<file path="config.mk">
export PLATFORM = sky130hd
export DESIGN_NAME = mem_unit
export DESIGN_NICKNAME = d
export VERILOG_FILES = /design/src/hw/backend_pkg.sv /design/src/hw/mem_unit.sv
export SDC_FILE = /design/constraint.sdc
export NUM_CORES = 1
export LEC_CHECK = 0
export CORE_UTILIZATION = 41
export CTS_BUF_LIST = sky130_fd_sc_hd__clkbuf_8 sky130_fd_sc_hd__clkbuf_16
export DETAILED_ROUTE_END_ITERATION = 7
export DONT_BUFFER_PORTS = 1
export PLACE_DENSITY = 0.59
export SYNTH_ARGS = -nofsm -noshare
export SYNTH_HDL_FRONTEND = slang
export SYNTH_SLANG_ARGS = --single-unit
</file>
<file path="constraint.sdc">
create_clock -name clk -period 5.5 [get_ports clk]
set_clock_uncertainty 0.05 [all_clocks]
set_input_delay 1.1 -clock clk [delete_from_list [all_inputs] [get_ports clk]]
set_output_delay 1.1 -clock clk [all_outputs]
set_load 0.05 [all_outputs]
</file>
<file path="src/hw/backend_pkg.sv">
/* back end shared types */

package backend_pkg;

    // data ram depth in words
    localparam int RAM_WORDS = 256;

    typedef logic [31:0] word_t;
    typedef logic [3:0]  reg_addr_t;
    typedef logic [7:0]  ram_addr_t;

    typedef enum logic [3:0] {
        ALU_ADD  = 4'd0,
        ALU_SUB  = 4'd1,
        ALU_AND  = 4'd2,
        ALU_OR   = 4'd3,
        ALU_XOR  = 4'd4,
        ALU_SLL  = 4'd5,
        ALU_SRL  = 4'd6,
        ALU_SRA  = 4'd7,
        ALU_SLT  = 4'd8,
        ALU_SLTU = 4'd9
    } alu_op_e;

    typedef enum logic [1:0] {
        MEM_NONE  = 2'd0,
        MEM_LOAD  = 2'd1,
        MEM_STORE = 2'd2
    } mem_op_e;

    // same coding as the funct3 of loads and stores
    typedef enum logic [2:0] {
        SIZE_B  = 3'd0,
        SIZE_H  = 3'd1,
        SIZE_W  = 3'd2,
        SIZE_BU = 3'd4,
        SIZE_HU = 3'd5
    } mem_size_e;

    typedef enum logic [0:0] {
        ST_IDLE = 1'b0,
        ST_BUS  = 1'b1
    } mem_state_e;

    // decoded micro-op from the decoder
    typedef struct packed {
        word_t     pc;
        word_t     rs1_val;
        word_t     rs2_val;
        word_t     imm;
        logic      use_imm;
        alu_op_e   alu_op;
        reg_addr_t rd;
        logic      rd_write;
        mem_op_e   mem_op;
        mem_size_e mem_size;
        logic      is_jump;
        logic      is_break;
    } uop_t;

    // execute result, held in the pipeline register
    typedef struct packed {
        word_t     alu_result;
        word_t     store_data;
        word_t     npc;
        logic      redirect;
        reg_addr_t rd;
        logic      rd_write;
        mem_op_e   mem_op;
        mem_size_e mem_size;
        logic      is_break;
    } exe_rec_t;

    typedef struct packed {
        reg_addr_t rd;
        word_t     data;
    } wb_t;

endpackage

</file>
<file path="src/hw/mem_unit.sv">
/* memory stage sequencer */

`timescale 1ns/100ps

module mem_unit (
    input  logic                   clk,
    input  logic                   reset,

    input  logic                   in_valid_i,
    output logic                   in_ready_o,
    input  backend_pkg::exe_rec_t  rec_i,

    // wishbone classic master
    output logic                   wb_cyc_o,
    output logic                   wb_stb_o,
    output logic                   wb_we_o,
    output backend_pkg::ram_addr_t wb_adr_o,
    output logic [3:0]             wb_sel_o,
    output backend_pkg::word_t     wb_dat_o,
    input  backend_pkg::word_t     wb_dat_i,
    input  logic                   wb_ack_i,

    // register write-back
    output logic                   wb_valid_o,
    output backend_pkg::wb_t       wb_o,
    output logic                   halt_o
);
    import backend_pkg::*;

    mem_state_e state_q;
    exe_rec_t   cur_q;
    logic       accept;
    logic       direct_retire;
    logic       bus_done;
    logic [1:0] byte_off;
    word_t      lane_data;
    word_t      load_data;

    // one record at a time, nothing more after ebreak
    assign in_ready_o    = (state_q == ST_IDLE) & ~halt_o;
    assign accept        = in_valid_i & in_ready_o;
    assign direct_retire = accept & (rec_i.mem_op == MEM_NONE);
    assign bus_done      = (state_q == ST_BUS) & wb_ack_i;

    always_ff @(posedge clk) begin
        if (reset) begin
            state_q <= ST_IDLE;
        end else begin
            case (state_q)
                ST_IDLE: begin
                    if (accept && rec_i.mem_op != MEM_NONE) begin
                        state_q <= ST_BUS;
                    end
                end
                ST_BUS: begin
                    if (wb_ack_i) begin
                        state_q <= ST_IDLE;
                    end
                end
                default: state_q <= ST_IDLE;
            endcase
        end
    end

    always_ff @(posedge clk) begin
        if (accept) begin
            cur_q <= rec_i;
        end
    end

    // cyc and stb rise together and fall after ack
    assign wb_cyc_o = (state_q == ST_BUS);
    assign wb_stb_o = (state_q == ST_BUS);
    assign wb_we_o  = (cur_q.mem_op == MEM_STORE);
    assign wb_adr_o = cur_q.alu_result[2 +: $bits(ram_addr_t)];
    assign byte_off = cur_q.alu_result[1:0];

    // lane select and store data alignment
    always_comb begin
        case (cur_q.mem_size)
            SIZE_B, SIZE_BU: begin
                wb_sel_o = 4'b0001 << byte_off;
                wb_dat_o = cur_q.store_data << {byte_off, 3'b000};
            end
            SIZE_H, SIZE_HU: begin
                wb_sel_o = 4'b0011 << {byte_off[1], 1'b0};
                wb_dat_o = cur_q.store_data << {byte_off[1], 4'b0000};
            end
            default: begin
                wb_sel_o = 4'b1111;
                wb_dat_o = cur_q.store_data;
            end
        endcase
    end

    // load data down to bit 0, then extend
    assign lane_data = wb_dat_i >> {byte_off, 3'b000};

    always_comb begin
        case (cur_q.mem_size)
            SIZE_B:  load_data = {{24{lane_data[7]}}, lane_data[7:0]};
            SIZE_BU: load_data = {24'd0, lane_data[7:0]};
            SIZE_H:  load_data = {{16{lane_data[15]}}, lane_data[15:0]};
            SIZE_HU: load_data = {16'd0, lane_data[15:0]};
            default: load_data = wb_dat_i;
        endcase
    end

    always_ff @(posedge clk) begin
        if (reset) begin
            wb_valid_o <= 1'b0;
            halt_o     <= 1'b0;
        end else begin
            wb_valid_o <= (direct_retire && rec_i.rd_write && rec_i.rd != '0) ||
                          (bus_done && cur_q.mem_op == MEM_LOAD &&
                           cur_q.rd_write && cur_q.rd != '0);
            if (direct_retire && rec_i.is_break) begin
                halt_o <= 1'b1;
            end
        end
    end

    always_ff @(posedge clk) begin
        if (direct_retire) begin
            wb_o <= '{rd: rec_i.rd, data: rec_i.alu_result};
        end else if (bus_done) begin
            wb_o <= '{rd: cur_q.rd, data: load_data};
        end
    end

endmodule

</file>
== Word level (Yosys, flattened, before mapping) ==
Cells that the tools add are included.

* Register bits: 91
* Input port bits: 144
* Output and inout port bits: 86
* Logic and storage cells: 51

* Equal/unequal tests: 5
* Shifts and indexed selects: 5
* Mux-type cells: 8
* Bitwise gates (word level): 6
* Reductions and logical operators: 16

{| class="wikitable"
|+ Operators with widths
! cell !! count
|-
| $pmux W32 S4 || 1
|-
| $mux W36 || 2
|-
| $pmux W32 S2 || 1
|-
| $shl A32 B5 Y32 || 2
|-
| $shr A32 B5 Y16 || 1
|-
| $pmux W4 S2 || 1
|-
| $reduce_bool A4 Y1 || 2
|-
| $logic_and A1 B1 Y1 || 7
|-
| $eq A3 B3 Y1 const B || 2
|-
| $and A1 B1 Y1 || 4
|-
| $reduce_bool A2 Y1 || 2
|-
| $reduce_or A2 Y1 || 2
|-
| $shl A1 B2 Y4 const A || 1
|-
| $shl A2 B2 Y4 const A || 1
|-
| $eq A3 B1 Y1 const B || 1
|-
| $logic_not A3 Y1 || 1
|-
| $eq A2 B1 Y1 const B || 1
|-
| $eq A2 B2 Y1 const B || 1
|-
| $logic_not A2 Y1 || 1
|-
| $mux W1 || 2
|-
| $not A1 Y1 || 2
|-
| $pmux W1 S2 || 1
|-
| $logic_or A1 B1 Y1 || 1
|}

== Longest topological paths before layout ==
* Word-level depth: 7
* Mapped depth: 7

== Least setup slack after synthesis ==
No wires, ideal clock.

* Path type: input-to-reg
* From: input in_valid_i
* To: register wb_o[0] (netlist bit), enable pin
* Setup time: 394 ps
* Data arrival time: 4718 ps
* Path slack: 338 ps
* Stages: 4
* Buffers on the path: 1
* Cell sequence: nor3b_2 -> nand2_1 -> clkbuf_1 -> nand2_1

* Word-level cells in the longest chain between the ends: 3

{| class="wikitable"
|+ Ends and longest elaborated chain
! item !! line !! source
|-
| start, declared || mem_unit.sv:9 || <nowiki>input logic in_valid_i,</nowiki>
|-
| $and A1 B1 Y1 || mem_unit.sv:41 || <nowiki>assign accept = in_valid_i & in_ready_o;</nowiki>
|-
| $and A1 B1 Y1 || mem_unit.sv:42 || <nowiki>assign direct_retire = accept & (rec_i.mem_op == MEM_NONE);</nowiki>
|-
| $reduce_bool A2 Y1 (no source line) || -- ||
|-
| end signal, assigned || mem_unit.sv:125 || <nowiki>wb_o <= '{rd: rec_i.rd, data: rec_i.alu_result};</nowiki>
|-
| end signal, assigned || mem_unit.sv:127 || <nowiki>wb_o <= '{rd: cur_q.rd, data: load_data};</nowiki>
|-
| end, declared || mem_unit.sv:25 || <nowiki>output backend_pkg::wb_t wb_o,</nowiki>
|}

No other way between the ends.
A chain may end at the register's enable or synchronous reset.

== Worst setup path in the final report ==
* From: register cur_q[1] (netlist bit)
* To: output wb_dat_o[28]

* Word-level cells in the longest chain between the ends: 3

{| class="wikitable"
|+ Ends and longest elaborated chain
! item !! line !! source
|-
| start, declared || mem_unit.sv:31 || <nowiki>exe_rec_t cur_q;</nowiki>
|-
| start signal, assigned || mem_unit.sv:67 || <nowiki>cur_q <= rec_i;</nowiki>
|-
| $eq A3 B3 Y1, or another cell as far along || mem_unit.sv:80 || <nowiki>case (cur_q.mem_size)</nowiki>
|-
| $reduce_or A2 Y1 || mem_unit.sv:80 ||
|-
| $pmux W32 S2 (*) || mem_unit.sv:80 ||
|-
| end, declared || mem_unit.sv:19 || <nowiki>output backend_pkg::word_t wb_dat_o,</nowiki>
|}

Every way passes the cells marked *; elsewhere a longest branch is shown, timed or not.

==> impl_metrics.csv <==
group,metric,value,unit
grt,grt_max_degree,57,
synthesis,mappedNetlistArea,4710,sq um
route,finalWirelength,13100,um
floorplanning,die_area,11900,sq um
grt,first_pass_grt_wire_length,19400,um
critical_path,cp-end-kind,"output pin",
route,wl_cell,23.1,um
cts,cts.repair_timing.setup_buffer_count,0,
critical_path,crit_path_cell_trace,"nor2b_1 -> o22a_1 -> o22ai_1 -> a21oi_1",
flow_run,timing.max_cap.violations,0,
cts,clock_tree.root_cell,"sky130_fd_sc_hd__clkbuf_16",
cells_and_area,area_growth_syn_to_layout,6.11,%
timing,timing.final.crit_share,0.750,
route,routed-wl-met2,6350,um
critical_path,timing.critical_path.fanout_max,19,
route,maxUsedRoutingLayer,"met4",
synthesis,post_synthesis_instance_total,444,
critical_path,slowest_delay,880,ps
route,final_antenna_net_count,0,
floorplanning,dieHeight,109,um
synthesis,yosys_register_bits,91,
cells_and_area,final_nets,564,
floorplanning,row_count,38,
cells_and_area,post_route_cells_drive_above_1_share,0.0729,
route,routed-via-count,3503,
cts,clkSinkCount,91,
synthesis,syn_nets,588,
run_status,outcome,"completed",
cts,h_tree_levels,3,
cells_and_area,mostFrequentLayoutCell,"sky130_fd_sc_hd__edfxtp_1",
cts,tritoncts,"yes",
route,drt_iter0_markers,309,
placement,gp_congestion,0.855,
pwr,static-leakage-power,0.00174,uW
critical_path,critPathSlowestCell,"sky130_fd_sc_hd__a21oi_1",
floorplanning,floorplan.io_pins,230,
critical_path,startpoint_type,"flip-flop",
grt,grt.total_usage,0.221,
timing,post-route-worst-setup-slack,1370,ps
timing,slew_headroom,0.236,
synthesis,synth_cell_type_count,35,
synthesis,synth_top_cell_by_area,"sky130_fd_sc_hd__edfxtp_1",
cells_and_area,leading_cell_types_in_the_layout_fill_and_taps_excluded,"sky130_fd_sc_hd__edfxtp_1 (88), sky130_fd_sc_hd__nand2_1 (74), sky130_fd_sc_hd__nand3_1 (33)",
route,wl_met1,4900,um
cts,clk_latency,340,ps
route,first_pass_iters,4,
synthesis,yosys-top-cells-area,"sky130_fd_sc_hd__edfxtp_1 (56%), sky130_fd_sc_hd__nand2_1 (6.0%), sky130_fd_sc_hd__a22oi_1 (5.1%)",
grt,antenna_found_initial,1,
placement,port_buffers,0,
route,drc,0,
floorplanning,floorplan.core_area,11000,sq um
timing,final-hold-violation-count,0,
critical_path,data_arrival_time_at_the_worst_slack_endpoint,2980,ps
cts,post_cts_resized,0,
grt,grt_overflow_total,0,
timing,maxSlewViolCount,0,
floorplanning,die-width,109,um
cts,clk_path_buf_depth,2,
placement,hpwlAfterDp,8890,um
cells_and_area,utilization_after_layout,0.453,
pwr,total_design_power,1810,uW
route,routed_via_density,6.19,
synthesis,synth-warning-count,0,
placement,place_worst_setup_slack,1730,ps
critical_path,critical_path_required,4350,ps
timing,rsz0062_at_grt,"no",
pwr,power.density_cell_area,361,nW/um^2
pwr,maximum_vdd_drop,222,uV
synthesis,yosysSeqAreaShare,0.573,
critical_path,critical_path_class,"reg2out",
floorplanning,initial_utilization,0.427,
grt,number_of_global_route_vias_before_repair,3531,
timing,totalNegativeSetupSlack,0,ps
timing,fmaxAchievable,242,MHz
synthesis,yosys.area.top_type_share,0.561,
timing,final_count_of_negative_setup_slack_endpoints,0,
route,dr_wl_met3,1600,um
min_path,min_path_type,"reg2reg",
cts,cts_hold_repair.buffers,0,
cts,clk_transition_reported_paths,60,ps
synthesis,syn_area_per_cell,10.6,sq um
timing,worst_pin_slew,1140,ps
timing,fin_crit,4130,ps
cts,cts_made_buffers,9,
==> worst paths after layout <==
check | from | to | slack (ps) | cells past startpoint
setup / recovery | cur_q[1]$_DFFE_PP_ | wb_dat_o[28] | 1370 | 4
hold / removal | cur_q[7]$_DFFE_PP_ | wb_o[32]$_DFFE_PP_ | 500 | 2
setup reg to reg | wb_cyc_o$_SDFF_PP0_ | wb_o[12]$_DFFE_PP_ | 2200 | 5
hold reg to reg | cur_q[7]$_DFFE_PP_ | wb_o[32]$_DFFE_PP_ | 500 | 2
==> where the power goes <==
group	leakage, uW	internal (uW)	switching (uW)
clock network	0.000146	311	248
logic	0.000738	74.4	238
registers	0.000860	827	108
==> area by class of cell <==
type | instances | area [sq um]
Fill cell | 1032 | 6030
Clock inverter | 6 | 26.3
Antenna cell | 1 | 2.50
Clock buffer | 10 | 239
Timing Repair Buffer | 10 | 75.1
Sequential cell | 91 | 2700
Inverter | 2 | 7.51
Tap cell | 140 | 175
Multi-Input combinational cell | 306 | 1770
==> synthesized netlist by cell type (all sizes together) <==
master	n
o22a	8
nand3	33
or3b	1
o2bb2ai	8
clkbuf	13
nor3	1
nand2	75
buf	32
nor4	4
nor2b	6
o31ai	7
nand2b	3
a21oi	17
mux2i	20
nor2	29
nand4	1
o21ai	36
edfxtp	88
dfxtp	3
a22oi	32
and2	10
a221oi	1
nor3b	1
a31oi	2
inv	2
or4	1
nand3b	1
o22ai	8
o211ai	1
==> stage by stage <==
stage,instances,hold slack [ps],area [sq um]
final,566,504,5000
after global routing,565,524,5000
after CTS,565,502,5000
after detailed placement,549,490,4730
after global placement,549,481,4730
after floorplan,444,467,4710
==> registers in the layout, indices dropped and copies added, names as in the netlist <==
| name | count |
|---|---|
| wb_cyc_o | 1 |
| cur_q | 42 |
| byte_off | 2 |
| wb_adr_o | 8 |
| wb_valid_o | 1 |
| wb_o | 36 |
| halt_o | 1 |
==> logic make-up (layout without fill, tap and decap cells) <==
group,Yosys count,count (layout),share of synthesized area
flops,91,91,0.573
other cells,0,1,0
compound gates,120,120,0.167
buf+inv,47,28,0.0526
mux,20,20,0.0425
simple gates,166,166,0.165
==> per-layer routing <==
metal,up-vias,track usage
met5,-,0
met4,0,0.0886
met3,20,0.107
met2,203,0.362
met1,1680,0.246
li1,1600,-
==> worst max-delay path: cells and delay by family (launching register included) <==
kind / cells / cell delay (ps)
AOI/OAI and AO/OA: 3 / 1180
DFF: 1 / 680
and+or+nand+nor: 1 / 770
(Power assumes the default switching activity.)
