File: config.mk
export PLATFORM = sky130hd
export DESIGN_NAME = exe_mem_reg
export DESIGN_NICKNAME = d
export VERILOG_FILES = /design/src/hw/backend_pkg.sv /design/src/hw/exe_mem_reg.sv
export SDC_FILE = /design/constraint.sdc
export NUM_CORES = 1
export LEC_CHECK = 0
export ABC_AREA = 1
export BUFFER_PORTS_ARGS = -buffer_cell sky130_fd_sc_hd__clkbuf_2
export CAP_MARGIN = 25
export CORE_ASPECT_RATIO = 0.5
export CORE_UTILIZATION = 45
export CTS_BUF_LIST = sky130_fd_sc_hd__clkbuf_8
export CTS_CLUSTER_SIZE = 8
export DETAILED_ROUTE_END_ITERATION = 7
export PLACE_DENSITY = 0.95
export SYNTH_ARGS = -nofsm -noshare
export SYNTH_HDL_FRONTEND = slang
export SYNTH_SLANG_ARGS = --single-unit
File: constraint.sdc
create_clock -name clk -period 7.89 [get_ports clk]
set_input_delay 0.789 -clock clk [delete_from_list [all_inputs] [get_ports clk]]
set_output_delay 0.789 -clock clk [all_outputs]
set_load 0.02 [all_outputs]
File: src/hw/backend_pkg.sv
/* back end shared types */

package backend_pkg;

    // data ram depth in words
    localparam int RAM_WORDS = 256;

    typedef logic [31:0] word_t;
    typedef logic [3:0]  reg_addr_t;
    typedef logic [7:0]  ram_addr_t;

    typedef enum logic [3:0] {
        ALU_ADD  = 4'd0,
        ALU_SUB  = 4'd1,
        ALU_AND  = 4'd2,
        ALU_OR   = 4'd3,
        ALU_XOR  = 4'd4,
        ALU_SLL  = 4'd5,
        ALU_SRL  = 4'd6,
        ALU_SRA  = 4'd7,
        ALU_SLT  = 4'd8,
        ALU_SLTU = 4'd9
    } alu_op_e;

    typedef enum logic [1:0] {
        MEM_NONE  = 2'd0,
        MEM_LOAD  = 2'd1,
        MEM_STORE = 2'd2
    } mem_op_e;

    // same coding as the funct3 of loads and stores
    typedef enum logic [2:0] {
        SIZE_B  = 3'd0,
        SIZE_H  = 3'd1,
        SIZE_W  = 3'd2,
        SIZE_BU = 3'd4,
        SIZE_HU = 3'd5
    } mem_size_e;

    typedef enum logic [0:0] {
        ST_IDLE = 1'b0,
        ST_BUS  = 1'b1
    } mem_state_e;

    // decoded micro-op from the decoder
    typedef struct packed {
        word_t     pc;
        word_t     rs1_val;
        word_t     rs2_val;
        word_t     imm;
        logic      use_imm;
        alu_op_e   alu_op;
        reg_addr_t rd;
        logic      rd_write;
        mem_op_e   mem_op;
        mem_size_e mem_size;
        logic      is_jump;
        logic      is_break;
    } uop_t;

    // execute result, held in the pipeline register
    typedef struct packed {
        word_t     alu_result;
        word_t     store_data;
        word_t     npc;
        logic      redirect;
        reg_addr_t rd;
        logic      rd_write;
        mem_op_e   mem_op;
        mem_size_e mem_size;
        logic      is_break;
    } exe_rec_t;

    typedef struct packed {
        reg_addr_t rd;
        word_t     data;
    } wb_t;

endpackage

File: src/hw/exe_mem_reg.sv
/* execute to memory stage register */

`timescale 1ns/100ps

module exe_mem_reg (
    input  logic                  clk,
    input  logic                  reset,

    // from execute
    input  logic                  in_valid_i,
    output logic                  in_ready_o,
    input  backend_pkg::exe_rec_t rec_i,

    // to memory stage
    output logic                  out_valid_o,
    input  logic                  out_ready_i,
    output backend_pkg::exe_rec_t rec_o,

    input  logic                  flush_i,

    // jump target toward fetch
    output logic                  redirect_valid_o,
    output backend_pkg::word_t    redirect_pc_o
);
    import backend_pkg::*;

    logic     valid_q;
    exe_rec_t rec_q;
    logic     load;

    // a flushed entry is never offered downstream
    assign out_valid_o = valid_q & ~flush_i;

    // slide when the held entry leaves in the same cycle
    // upstream holds during a flush so nothing is dropped
    assign in_ready_o = (~valid_q | out_ready_i) & ~flush_i;

    assign load = in_valid_i & in_ready_o;

    always_ff @(posedge clk) begin
        if (reset) begin
            valid_q <= 1'b0;
        end else if (flush_i) begin
            valid_q <= 1'b0;
        end else if (in_ready_o) begin
            valid_q <= in_valid_i;
        end
    end

    always_ff @(posedge clk) begin
        if (load) begin
            rec_q <= rec_i;
        end
    end

    assign rec_o = rec_q;

    // one pulse per jump, the entry leaves on this transfer
    assign redirect_valid_o = out_valid_o & out_ready_i & rec_q.redirect;
    assign redirect_pc_o    = rec_q.npc;

endmodule

* After elaboration in Yosys (flattened, before gate mapping) *
Index checks and enable logic that the tools add are counted.

word-level totals
  register bits after elaboration = 109
  input port bits = 113
  output and inout bits = 143
  logic and storage cells = 19

operators by class
  bitwise logic cells = 8
  reductions and logical operators = 1

operator list
  kind             count
  $and 1x1->1      5
  $not 1->1        2
  $reduce_or 2->1  1
  $or 1x1->1       1

* Longest topological paths before layout *
Gate-level depths: netlist of the first run.

  depth in word-level cells = 4
  gate-level depth with buffers = 4
  depth with buffers taken out = 4

* Worst setup path after synthesis of the first run *
OpenSTA, ideal clock, no wires.

  kind = input -> register
  from = input port flush_i
  to = register rec_q (netlist bit rec_o[0]), enable pin
  library setup time = 0.462 ns
  arrival = 3.067 ns
  data required time = 7.428 ns
  path slack = 4.362 ns
  stages on the path = 3
  buffers on the path = 0
  cell sequence = inv_1 nand3_2 inv_1

on the way
  cells in the longest elaborated chain, start to end = 3

RTL lines
  element               RTL line           text
  from (decl)           exe_mem_reg.sv:19  input logic flush_i,
  $not 1->1             exe_mem_reg.sv:36  assign in_ready_o = (~valid_q | out_ready_i) & ~flush_i;
  $and 1x1->1           exe_mem_reg.sv:36
  $and 1x1->1           exe_mem_reg.sv:38  assign load = in_valid_i & in_ready_o;
  named net load        exe_mem_reg.sv:29  logic load;
  to (signal assigned)  exe_mem_reg.sv:52  rec_q <= rec_i;
  to (decl)             exe_mem_reg.sv:28  exe_rec_t rec_q;

The timed path passes the listed nets, and every way through them passes these cells.
A chain may end at the register's enable or synchronous reset.

* Worst setup path in the final report of the first run *
  from = input port flush_i
  to = register rec_q (netlist bit rec_o[72]), enable pin

Same word-level chain as after synthesis.

==> out/qor.yml, run 1 <==
clock_path_buffers: 2
yosysTopAreaCell: "edfxtp_1"
wl_met1_um: 3270
final_cells: 502
die_area_um2: 8320
status: "finished clean"
synthesis.area_um2: 3570
drive_gt1_share_pct: 69.0
min_period_ps: 2380
clk_pin_slew_ps: 90
crit_required_ps: 7870
io_buffers: 255
final_nets: 503
syn_to_final_growth_pct: 38.1
finalSetupTns_ps: 0
drc: 0
dr.max_layer_used: "met4"
h-tree-depth: 3
reg2reg_to: "rec_o[72]"
clk_latency_ps: 350
routed_wl_um: 8390
die_y_um: 65.0
yosysTopAreaCellShare_pct: 90.8
maxCapViolations: 0
wl_met2_um: 4690
cts_tree: "yes"
r2r_start: "valid_q"
power_density_nw_per_um2: 222
syn_inst: 155
placed_cells: 487
yosysUniqueCellTypes: 11
end_kind: "register"
vias: 2192
dr_wl_met3_um: 333
hold_buffers: 0
whs_path_depth: 2
grt_pass1_vias: 2133
overflow: 0
cp_max_fo: 59
r2r_cells: 4
drt_iter0_markers: 162
core_um2: 7510
track_usage_pct: 20.3
synth_warnings: 0
clock.fmax_ghz: 0.420
root_buffer: "clkbuf_8"
drt-wirelength-per-cell_um: 16.7
leakagePower_uw: 0.00223
detail_route.vias_per_cell: 4.37
crit_path_end: "rec_o[72]"
hold_viol: 0
cts_setup_buffers: 0
fin_crit_sh_pct: 30.2
antenna_found_initial: 0
ios: 256
n_antenna_cell: 0
tightest_slew_ps: 730
rsz0062_at_grt: "false"
critPathKind: "in2reg"
syn_nets: 268
r2r_slack_ps: 5760
hp-class: "reg2reg"
cp-start-kind: "input port"
avgSynthCellArea_um2: 23.1
cp.arrival_ps: 2360
ys_top_cells_by_area: "edfxtp_1 (91%), buf_4 (6.7%), dfxtp_1 (0.56%)"
slew_viol_final: 0
ir_drop_mv: 0.133
synth-seq-cells: 109
grt_first_pass_wirelength_um: 11700
cts_inserted_buffers: 9
cts.sinks: 109
globalplace.congestion: 0.896
yosysSeqAreaShare_pct: 91.3
ant_nets: 0
grt_max_degree: 60
dieWidth_um: 128
slew_headroom_pct: 51.3
row_count: 22
initial_core_util_pct: 47.6
drt_pass1_iterations: 4
dp_hpwl_um: 6610
startpoint: "flush_i"
setup-violations-final: 0
finClkSkew_ps: 8.37
cts.repair.resized: 0
==> synthesized netlist by cell type, drive strengths merged <==
library cell / instances
a21oi: 1
buf: 32
dfxtp: 1
edfxtp: 108
inv: 5
nand2: 4
nand3: 1
nor2: 1
o21ai: 1
or2: 1
==> per-layer routing <==
metal | vias up | track usage (%)
li1 | 1015 | -
met1 | 1095 | 24.2
met2 | 71 | 36.0
met3 | 11 | 5.37
met4 | 0 | 7.21
met5 | - | 0
==> layout by cell type, fill, tap and decap left out <==
cell	n
nand2_1	3
or2_1	1
dfxtp_1	1
clkinvlp_4	1
bufinv_16	1
clkinv_4	1
nand3_2	1
clkbuf_8	9
clkbuf_2	255
nand2_2	1
inv_1	6
clkinv_1	1
edfxtp_1	108
a21oi_2	1
o21ai_1	1
nor2_1	1
buf_4	1
inv_4	1
==> area by class of cell <==
type                            instances  area (um2)
Sequential cell                       109        3260
Tap cell                              108         135
Inverter                                5        21.3
Fill cell                             588        2580
Clock buffer                            9         124
Multi-Input combinational cell          9        51.3
Timing Repair Buffer                  256        1280
Clock inverter                          6        57.6
==> critical path, stage by stage <==
cell      delay (ps)
clkbuf_2         100
inv_1            110
nand3_2          130
inv_4            460
buf_4            700
==> power by group <==
part | internal [uW] | switching [uW]
clock | 143 | 169
combinational | 38.9 | 70.2
sequential | 666 | 9.05
==> cell families (layout without fill, tap and decap cells) <==
family | count (synthesis) | in the layout | share of synthesized area [%]
flops | 109 | 109 | 91.3
simple gates | 7 | 7 | 1.05
compound gates | 2 | 2 | 0.385
buf+inv | 37 | 276 | 7.25
==> registers in the layout, indices dropped and copies added, names as in the netlist <==
register and count:
redirect_pc_o 32, valid_q 1, rec_o 76
==> through the flow <==
step           hold slack, ps  setup WS, ps  area, um2  utilization [%]  power [uW]
2_1_floorplan             501          4360       3570                -         747
3_3_place_gp              520          5250       4750             63.3         794
3_5_place_dp              536          5160       4750             63.3         799
4_1_cts                   572          5550       4940             65.7        1110
5_1_grt                   572          5400       4940             65.7        1140
6_report                  562          5510       4940             65.7        1100
==> worst min path at each step <==
stage                     slack (ps)       end     start
after floorplan                  500   valid_q   valid_q
after global placement           520   valid_q   valid_q
after detailed placement         540   valid_q   valid_q
after CTS                        570   valid_q   valid_q
after global routing             570  rec_o[6]  rec_i[6]
final                            560   valid_q   valid_q
Power figures use the tool's default switching activity.
==> run 2, diff against run 1 <==
ABC_AREA = 0   (was 1)
CORE_UTILIZATION = 42   (was 45)
PLACE_DENSITY = 0.9   (was 0.95)
clock period = 2.48 ns   (was 7.89 ns; I/O delays follow)
==> run 2 against run 1 <==
Against the previous run:
- cell count is 0.40% lower
- non-clock buffer count unchanged
- global-route usage fell by 1.7 points
- wire length increased by 2.4%
- register-to-register slack got worse by 4800 ps
- clock power grew to 4.0 times the previous value
- core utilization is 4.1 points lower
- sequential share of layout area decreased by 0.86 points
- cell area is 1.3% higher
- die area up 6.4%
==> out/qor.yml, run 2 <==
fin_crit_sh_pct: 63.0
n_antenna_cell: 0  # unchanged
cts.sinks: 109  # unchanged
synthTopCellsByCount: "edfxtp_1 (108), buf_4 (32), nor2_1 (2)"  # was edfxtp_1 (108), buf_4 (32), inv_1 (5)
slew_headroom_pct: 60.9  # was 51.3%
tightest_slew_ps: 587  # was 730 ps
nFillCells: 641  # was 588
globalplace.congestion: 0.852  # was 0.896
hold_buffers: 0  # unchanged
rsz0062_at_grt: "false"  # unchanged
clk_latency_ps: 360  # was 350 ps
syn_to_final_growth_pct: 40.7  # was 38.1%
yosysUniqueCellTypes: 9  # was 11
final_common_cell: "clkbuf_2"  # unchanged
cp.arrival_ps: 1560  # was 2360 ps
vias: 2083  # was 2192
ys_top_cells_by_area: "edfxtp_1 (91%), buf_4 (6.8%), dfxtp_1 (0.56%)"  # was edfxtp_1 (91%), buf_4 (6.7%), dfxtp_1 (0.56%)
cp_slowest_cell: "buf_12"  # was buf_4
ios: 256  # unchanged
drive_gt1_share_pct: 70.4  # was 69.0%
synthFlopType: "edfxtp_1"  # unchanged
h-tree-depth: 3  # unchanged
synthesis.area_um2: 3550  # was 3570 um2
syn_nets: 261  # was 268
yosysTopAreaCell: "edfxtp_1"  # unchanged
row_count: 23  # was 22
core_um2: 8120  # was 7510 um2
dieWidth_um: 132  # was 128 um
cp_max_fo: 108  # was 59
finalSetupTns_ps: 0  # unchanged
async_flop_share_pct: 0  # unchanged
clk_pin_slew_ps: 100  # was 90 ps
whs_ps: 54.9  # was 562 ps
cp_top_family: "buffers and inverters"  # unchanged
overflow: 0  # unchanged
slowest_delay_ps: 440  # was 700 ps
hp-class: "in2reg"  # was reg2reg
die_area_um2: 8860  # was 8320 um2
largest_register_ffs: 76  # unchanged
cp-start-kind: "register"  # was input port
slew_viol_final: 0  # unchanged
utilization_pct: 61.6  # was 65.7%
io_buffers: 255  # unchanged
synth-edff-count: 108  # unchanged
yosysSeqAreaShare_pct: 91.8  # was 91.3%
cts_setup_buffers: 0  # unchanged
synth-seq-cells: 109  # unchanged
grt_first_pass_wirelength_um: 11300  # was 11700 um
initial_core_util_pct: 43.8  # was 47.6%
final_cell_mix: "clkbuf_2 (255), edfxtp_1 (108), clkbuf_8 (9)"  # unchanged
synth_warnings: 0  # unchanged
status: "finished clean"  # unchanged
drc: 0  # unchanged
finClkSkew_ps: 9.09  # was 8.37 ps
root_buffer: "clkbuf_8"  # unchanged
cp_cell_sequence: "nor2b_4 > nor3b_4 > buf_12"  # was clkbuf_2 > inv_1 > nand3_2 > inv_4 > buf_4
antenna_found_initial: 0  # unchanged
hold_viol: 0  # unchanged
drt_pass1_iterations: 4  # unchanged
drt_iter0_markers: 138  # was 162
end_kind: "register"  # unchanged
grt_max_degree: 109  # was 60
clock_path_buffers: 2  # unchanged
leakagePower_uw: 0.00224  # was 0.00223 uW
drt-wirelength-per-cell_um: 17.2  # was 16.7 um
min_period_ps: 1560
finalPower_uw: 3730  # was 1100 uW
ir_drop_mv: 0.281  # was 0.133 mV
yosysTopAreaCellShare_pct: 91.2  # was 90.8%
ant_nets: 0  # unchanged
r2r_slack_ps: 920  # was 5760 ps
final_nets: 496  # was 503
avgSynthCellArea_um2: 24.0  # was 23.1 um2
clock.fmax_ghz: 0.640
cts_tree: "yes"  # unchanged
cts.repair.resized: 0  # unchanged
dp_hpwl_um: 6720  # was 6610 um
dpl_cell_area_um2: 4760  # was 4750 um2
cts_inserted_buffers: 9  # unchanged
maxCapViolations: 0  # unchanged
detail_route.vias_per_cell: 4.17  # was 4.37
multi_input_area_um2: 62.6  # was 51.3 um2
power_density_nw_per_um2: 747  # was 222 nW/um2
syn_inst: 148  # was 155
critPathKind: "reg2reg"  # was in2reg
regArea_um2: 3260  # unchanged
worst-path-buf-inv: 1  # was 4
routed_wl_um: 8590  # was 8390 um
synth_most_common_cell: "edfxtp_1"  # unchanged
track_usage_pct: 18.6  # was 20.3%
crit_required_ps: 2480  # was 7870 ps
setup-violations-final: 0  # unchanged
die_y_um: 67.1  # was 65.0 um
final_cell_area_um2: 5000  # was 4940 um2
grt_pass1_vias: 2028  # was 2133
run 2: changes by cell type in the layout (fill, tap and decap cells not counted), sizes merged, moves of 2 or more:
cell / change
bufinv: +2
inv: -4
nand2: -4
nor2b: +2
run 2: final cells by class:
type | instances | share of cell area (%)
flip-flops and latches | 109 | 65.2
repair buffers | 256 | 25.9
well taps | 112 | 2.80
clock buffers | 9 | 2.48
clock inverters | 7 | 2.30
multi-input cells | 7 | 1.25
run 2: stage by stage:
| step | setup WS, ps | cells |
|---|---|---|
| 2_1_floorplan | -1120 | 148 |
| 3_3_place_gp | 1000 | 484 |
| 3_5_place_dp | 960 | 484 |
| 4_1_cts | 948 | 500 |
| 5_1_grt | 859 | 500 |
| 6_report | 918 | 500 |
run 2: metal layers:
layer	vias to the layer above	GRT usage, %	wire, um	share of wire [%]
li1	999	-	-	-
met1	1024	22.3	3400	40
met2	46	32.5	4800	56
met3	14	4.79	250	2.9
met4	0	7.99	144	1.7
met5	-	0	0	0
run 2: logic make-up after synthesis:
| family | count (synthesis) | synth area share (%) |
|---|---|---|
| and+or+nand+nor | 6 | 1.23 |
| DFF | 109 | 91.8 |
| AOI/OAI and AO/OA | 1 | 0.211 |
| buffers and inverters | 32 | 6.76 |
run 2: final timing paths:
kind         startpoint         to  depth (start not counted)
min            rec_i[7]   rec_o[7]                          1
min reg2reg     valid_q    valid_q                          2
max reg2reg     valid_q  rec_o[11]                          3
max             valid_q  rec_o[11]                          3
run 2: report_power, final:
part | switching [uW] | internal, uW | total [uW] | leakage (uW)
logic | 222 | 127 | 349 | 0.00109
clock network | 568 | 670 | 1240 | 0.000126
registers | 28.7 | 2120 | 2150 | 0.00102
run 2: worst register-to-register path: cells and delay by family, from the launching register on:
family	cells	cell delay (ps)
buffers and inverters	1	440
DFF	1	330
and+or+nand+nor	2	340
==> run 3, diff against run 2 <==
clock period = 1.6 ns   (was 2.48 ns; I/O delays follow)
==> run 3 against run 2 <==
Against the previous run:
- synthesized cell count is the same
- synthesized area unchanged
- the flow now stops in clock tree synthesis
==> out/qor.yml, run 3 <==
h-tree-depth: 3  # unchanged
die_y_um: 67.1  # unchanged
hold_buffers: 101  # was 0
yosysUniqueCellTypes: 9  # unchanged
synth-seq-cells: 109  # unchanged
cts_setup_buffers: 0  # unchanged
clock_path_buffers: 2  # unchanged
syn_nets: 261  # unchanged
globalplace.congestion: 0.880  # was 0.852
synth-edff-count: 108  # unchanged
synth_most_common_cell: "edfxtp_1"  # unchanged
yosysSeqAreaShare_pct: 91.8  # unchanged
error: "[ERROR RSZ-0060] Max buffer count reached."
cts.sinks: 109  # unchanged
synth_warnings: 0  # unchanged
yosysTopAreaCell: "edfxtp_1"  # unchanged
row_count: 23  # unchanged
io_buffers: 255  # unchanged
synthesis.area_um2: 3550  # unchanged
dpl_cell_area_um2: 4810  # was 4760 um2
ys_top_cells_by_area: "edfxtp_1 (91%), buf_4 (6.8%), dfxtp_1 (0.56%)"  # unchanged
synthFlopType: "edfxtp_1"  # unchanged
dieWidth_um: 132  # unchanged
status: "stopped before the end"  # was finished clean
ios: 256  # unchanged
cts.repair.resized: 0  # unchanged
yosysTopAreaCellShare_pct: 91.2  # unchanged
syn_inst: 148  # unchanged
dp_hpwl_um: 7010  # was 6720 um
haltStage: "clock tree synthesis"
cts_inserted_buffers: 9  # unchanged
avgSynthCellArea_um2: 24.0  # unchanged
async_flop_share_pct: 0  # unchanged
root_buffer: "clkbuf_8"  # unchanged
pre_cts_ws_ps: 157  # was 960 ps
synthTopCellsByCount: "edfxtp_1 (108), buf_4 (32), nor2_1 (2)"  # unchanged
initial_core_util_pct: 43.8  # unchanged
-- run 3: cell counts after synthesis --
No cell type changed its count.
-- run 3: cells by family after synthesis --
family | count (synthesis) | share of synthesized area [%]
simple gates | 6 | 1.23
compound gates | 1 | 0.211
flops | 109 | 91.8
buf+inv | 32 | 6.76
-- run 3: stage by stage --
stage | TNS (ps) | hold slack, ps | std cells | util [%]
after detailed placement | 0 | 339 | 487 | 59.3
after global placement | 0 | 337 | 487 | 59.3
after floorplan | -215660 | 259 | 148 | -
==> run 4, diff against run 3 <==
CORE_AREA = 2 2 101 103   (was not set)
CORE_ASPECT_RATIO = not set   (was 0.5)
CORE_UTILIZATION = not set   (was 42)
CTS_BUF_LIST = not set   (was sky130_fd_sc_hd__clkbuf_8)
CTS_CLUSTER_SIZE = not set   (was 8)
DIE_AREA = 0 0 103 105   (was not set)
PLACE_DENSITY = not set   (was 0.9)
PLACE_DENSITY_LB_ADDON = 0.15   (was not set)
==> run 4 against run 3 <==
Against the previous run:
- the flow again stops in clock tree synthesis
- synthesized area did not move
- synthesized cell count did not move
==> out/qor.yml, run 4 <==
row_count: 36  # was 23
haltStage: "clock tree synthesis"  # unchanged
clock_path_buffers: 2  # unchanged
cts.sinks: 109  # unchanged
cts.repair.resized: 0  # unchanged
hold_buffers: 106  # was 101
yosysSeqAreaShare_pct: 91.8  # unchanged
synthesis.area_um2: 3550  # unchanged
h-tree-depth: 3  # unchanged
syn_inst: 148  # unchanged
synth_warnings: 0  # unchanged
synth_most_common_cell: "edfxtp_1"  # unchanged
pre_cts_ws_ps: 239  # was 157 ps
yosysTopAreaCell: "edfxtp_1"  # unchanged
status: "stopped before the end"  # unchanged
root_buffer: "clkbuf_8"  # unchanged
async_flop_share_pct: 0  # unchanged
ys_top_cells_by_area: "edfxtp_1 (91%), buf_4 (6.8%), dfxtp_1 (0.56%)"  # unchanged
cts_setup_buffers: 0  # unchanged
avgSynthCellArea_um2: 24.0  # unchanged
yosysUniqueCellTypes: 9  # unchanged
initial_core_util_pct: 36.9  # was 43.8%
ios: 256  # unchanged
syn_nets: 261  # unchanged
die_y_um: 105  # was 67.1 um
synthTopCellsByCount: "edfxtp_1 (108), buf_4 (32), nor2_1 (2)"  # unchanged
synth-edff-count: 108  # unchanged
cts_inserted_buffers: 9  # unchanged
dieWidth_um: 103  # was 132 um
io_buffers: 255  # unchanged
synthFlopType: "edfxtp_1"  # unchanged
yosysTopAreaCellShare_pct: 91.2  # unchanged
globalplace.congestion: 0.747  # was 0.880
error: "[ERROR RSZ-0060] Max buffer count reached."  # unchanged
synth-seq-cells: 109  # unchanged
dp_hpwl_um: 6060  # was 7010 um
-- run 4: cell families after synthesis --
| logic type | after synthesis | synth area share (%) |
|---|---|---|
| AOI/OAI and AO/OA | 1 | 0.211 |
| buffers and inverters | 32 | 6.76 |
| and+or+nand+nor | 6 | 1.23 |
| DFF | 109 | 91.8 |
-- run 4: stage by stage --
| stage | cell area [um2] | hold WS [ps] | std cells | setup TNS [ps] |
|---|---|---|---|---|
| after detailed placement | 4850 | 339 | 508 | 0 |
| after global placement | 4850 | 337 | 508 | 0 |
| after floorplan | 3570 | 259 | 148 | -215660 |
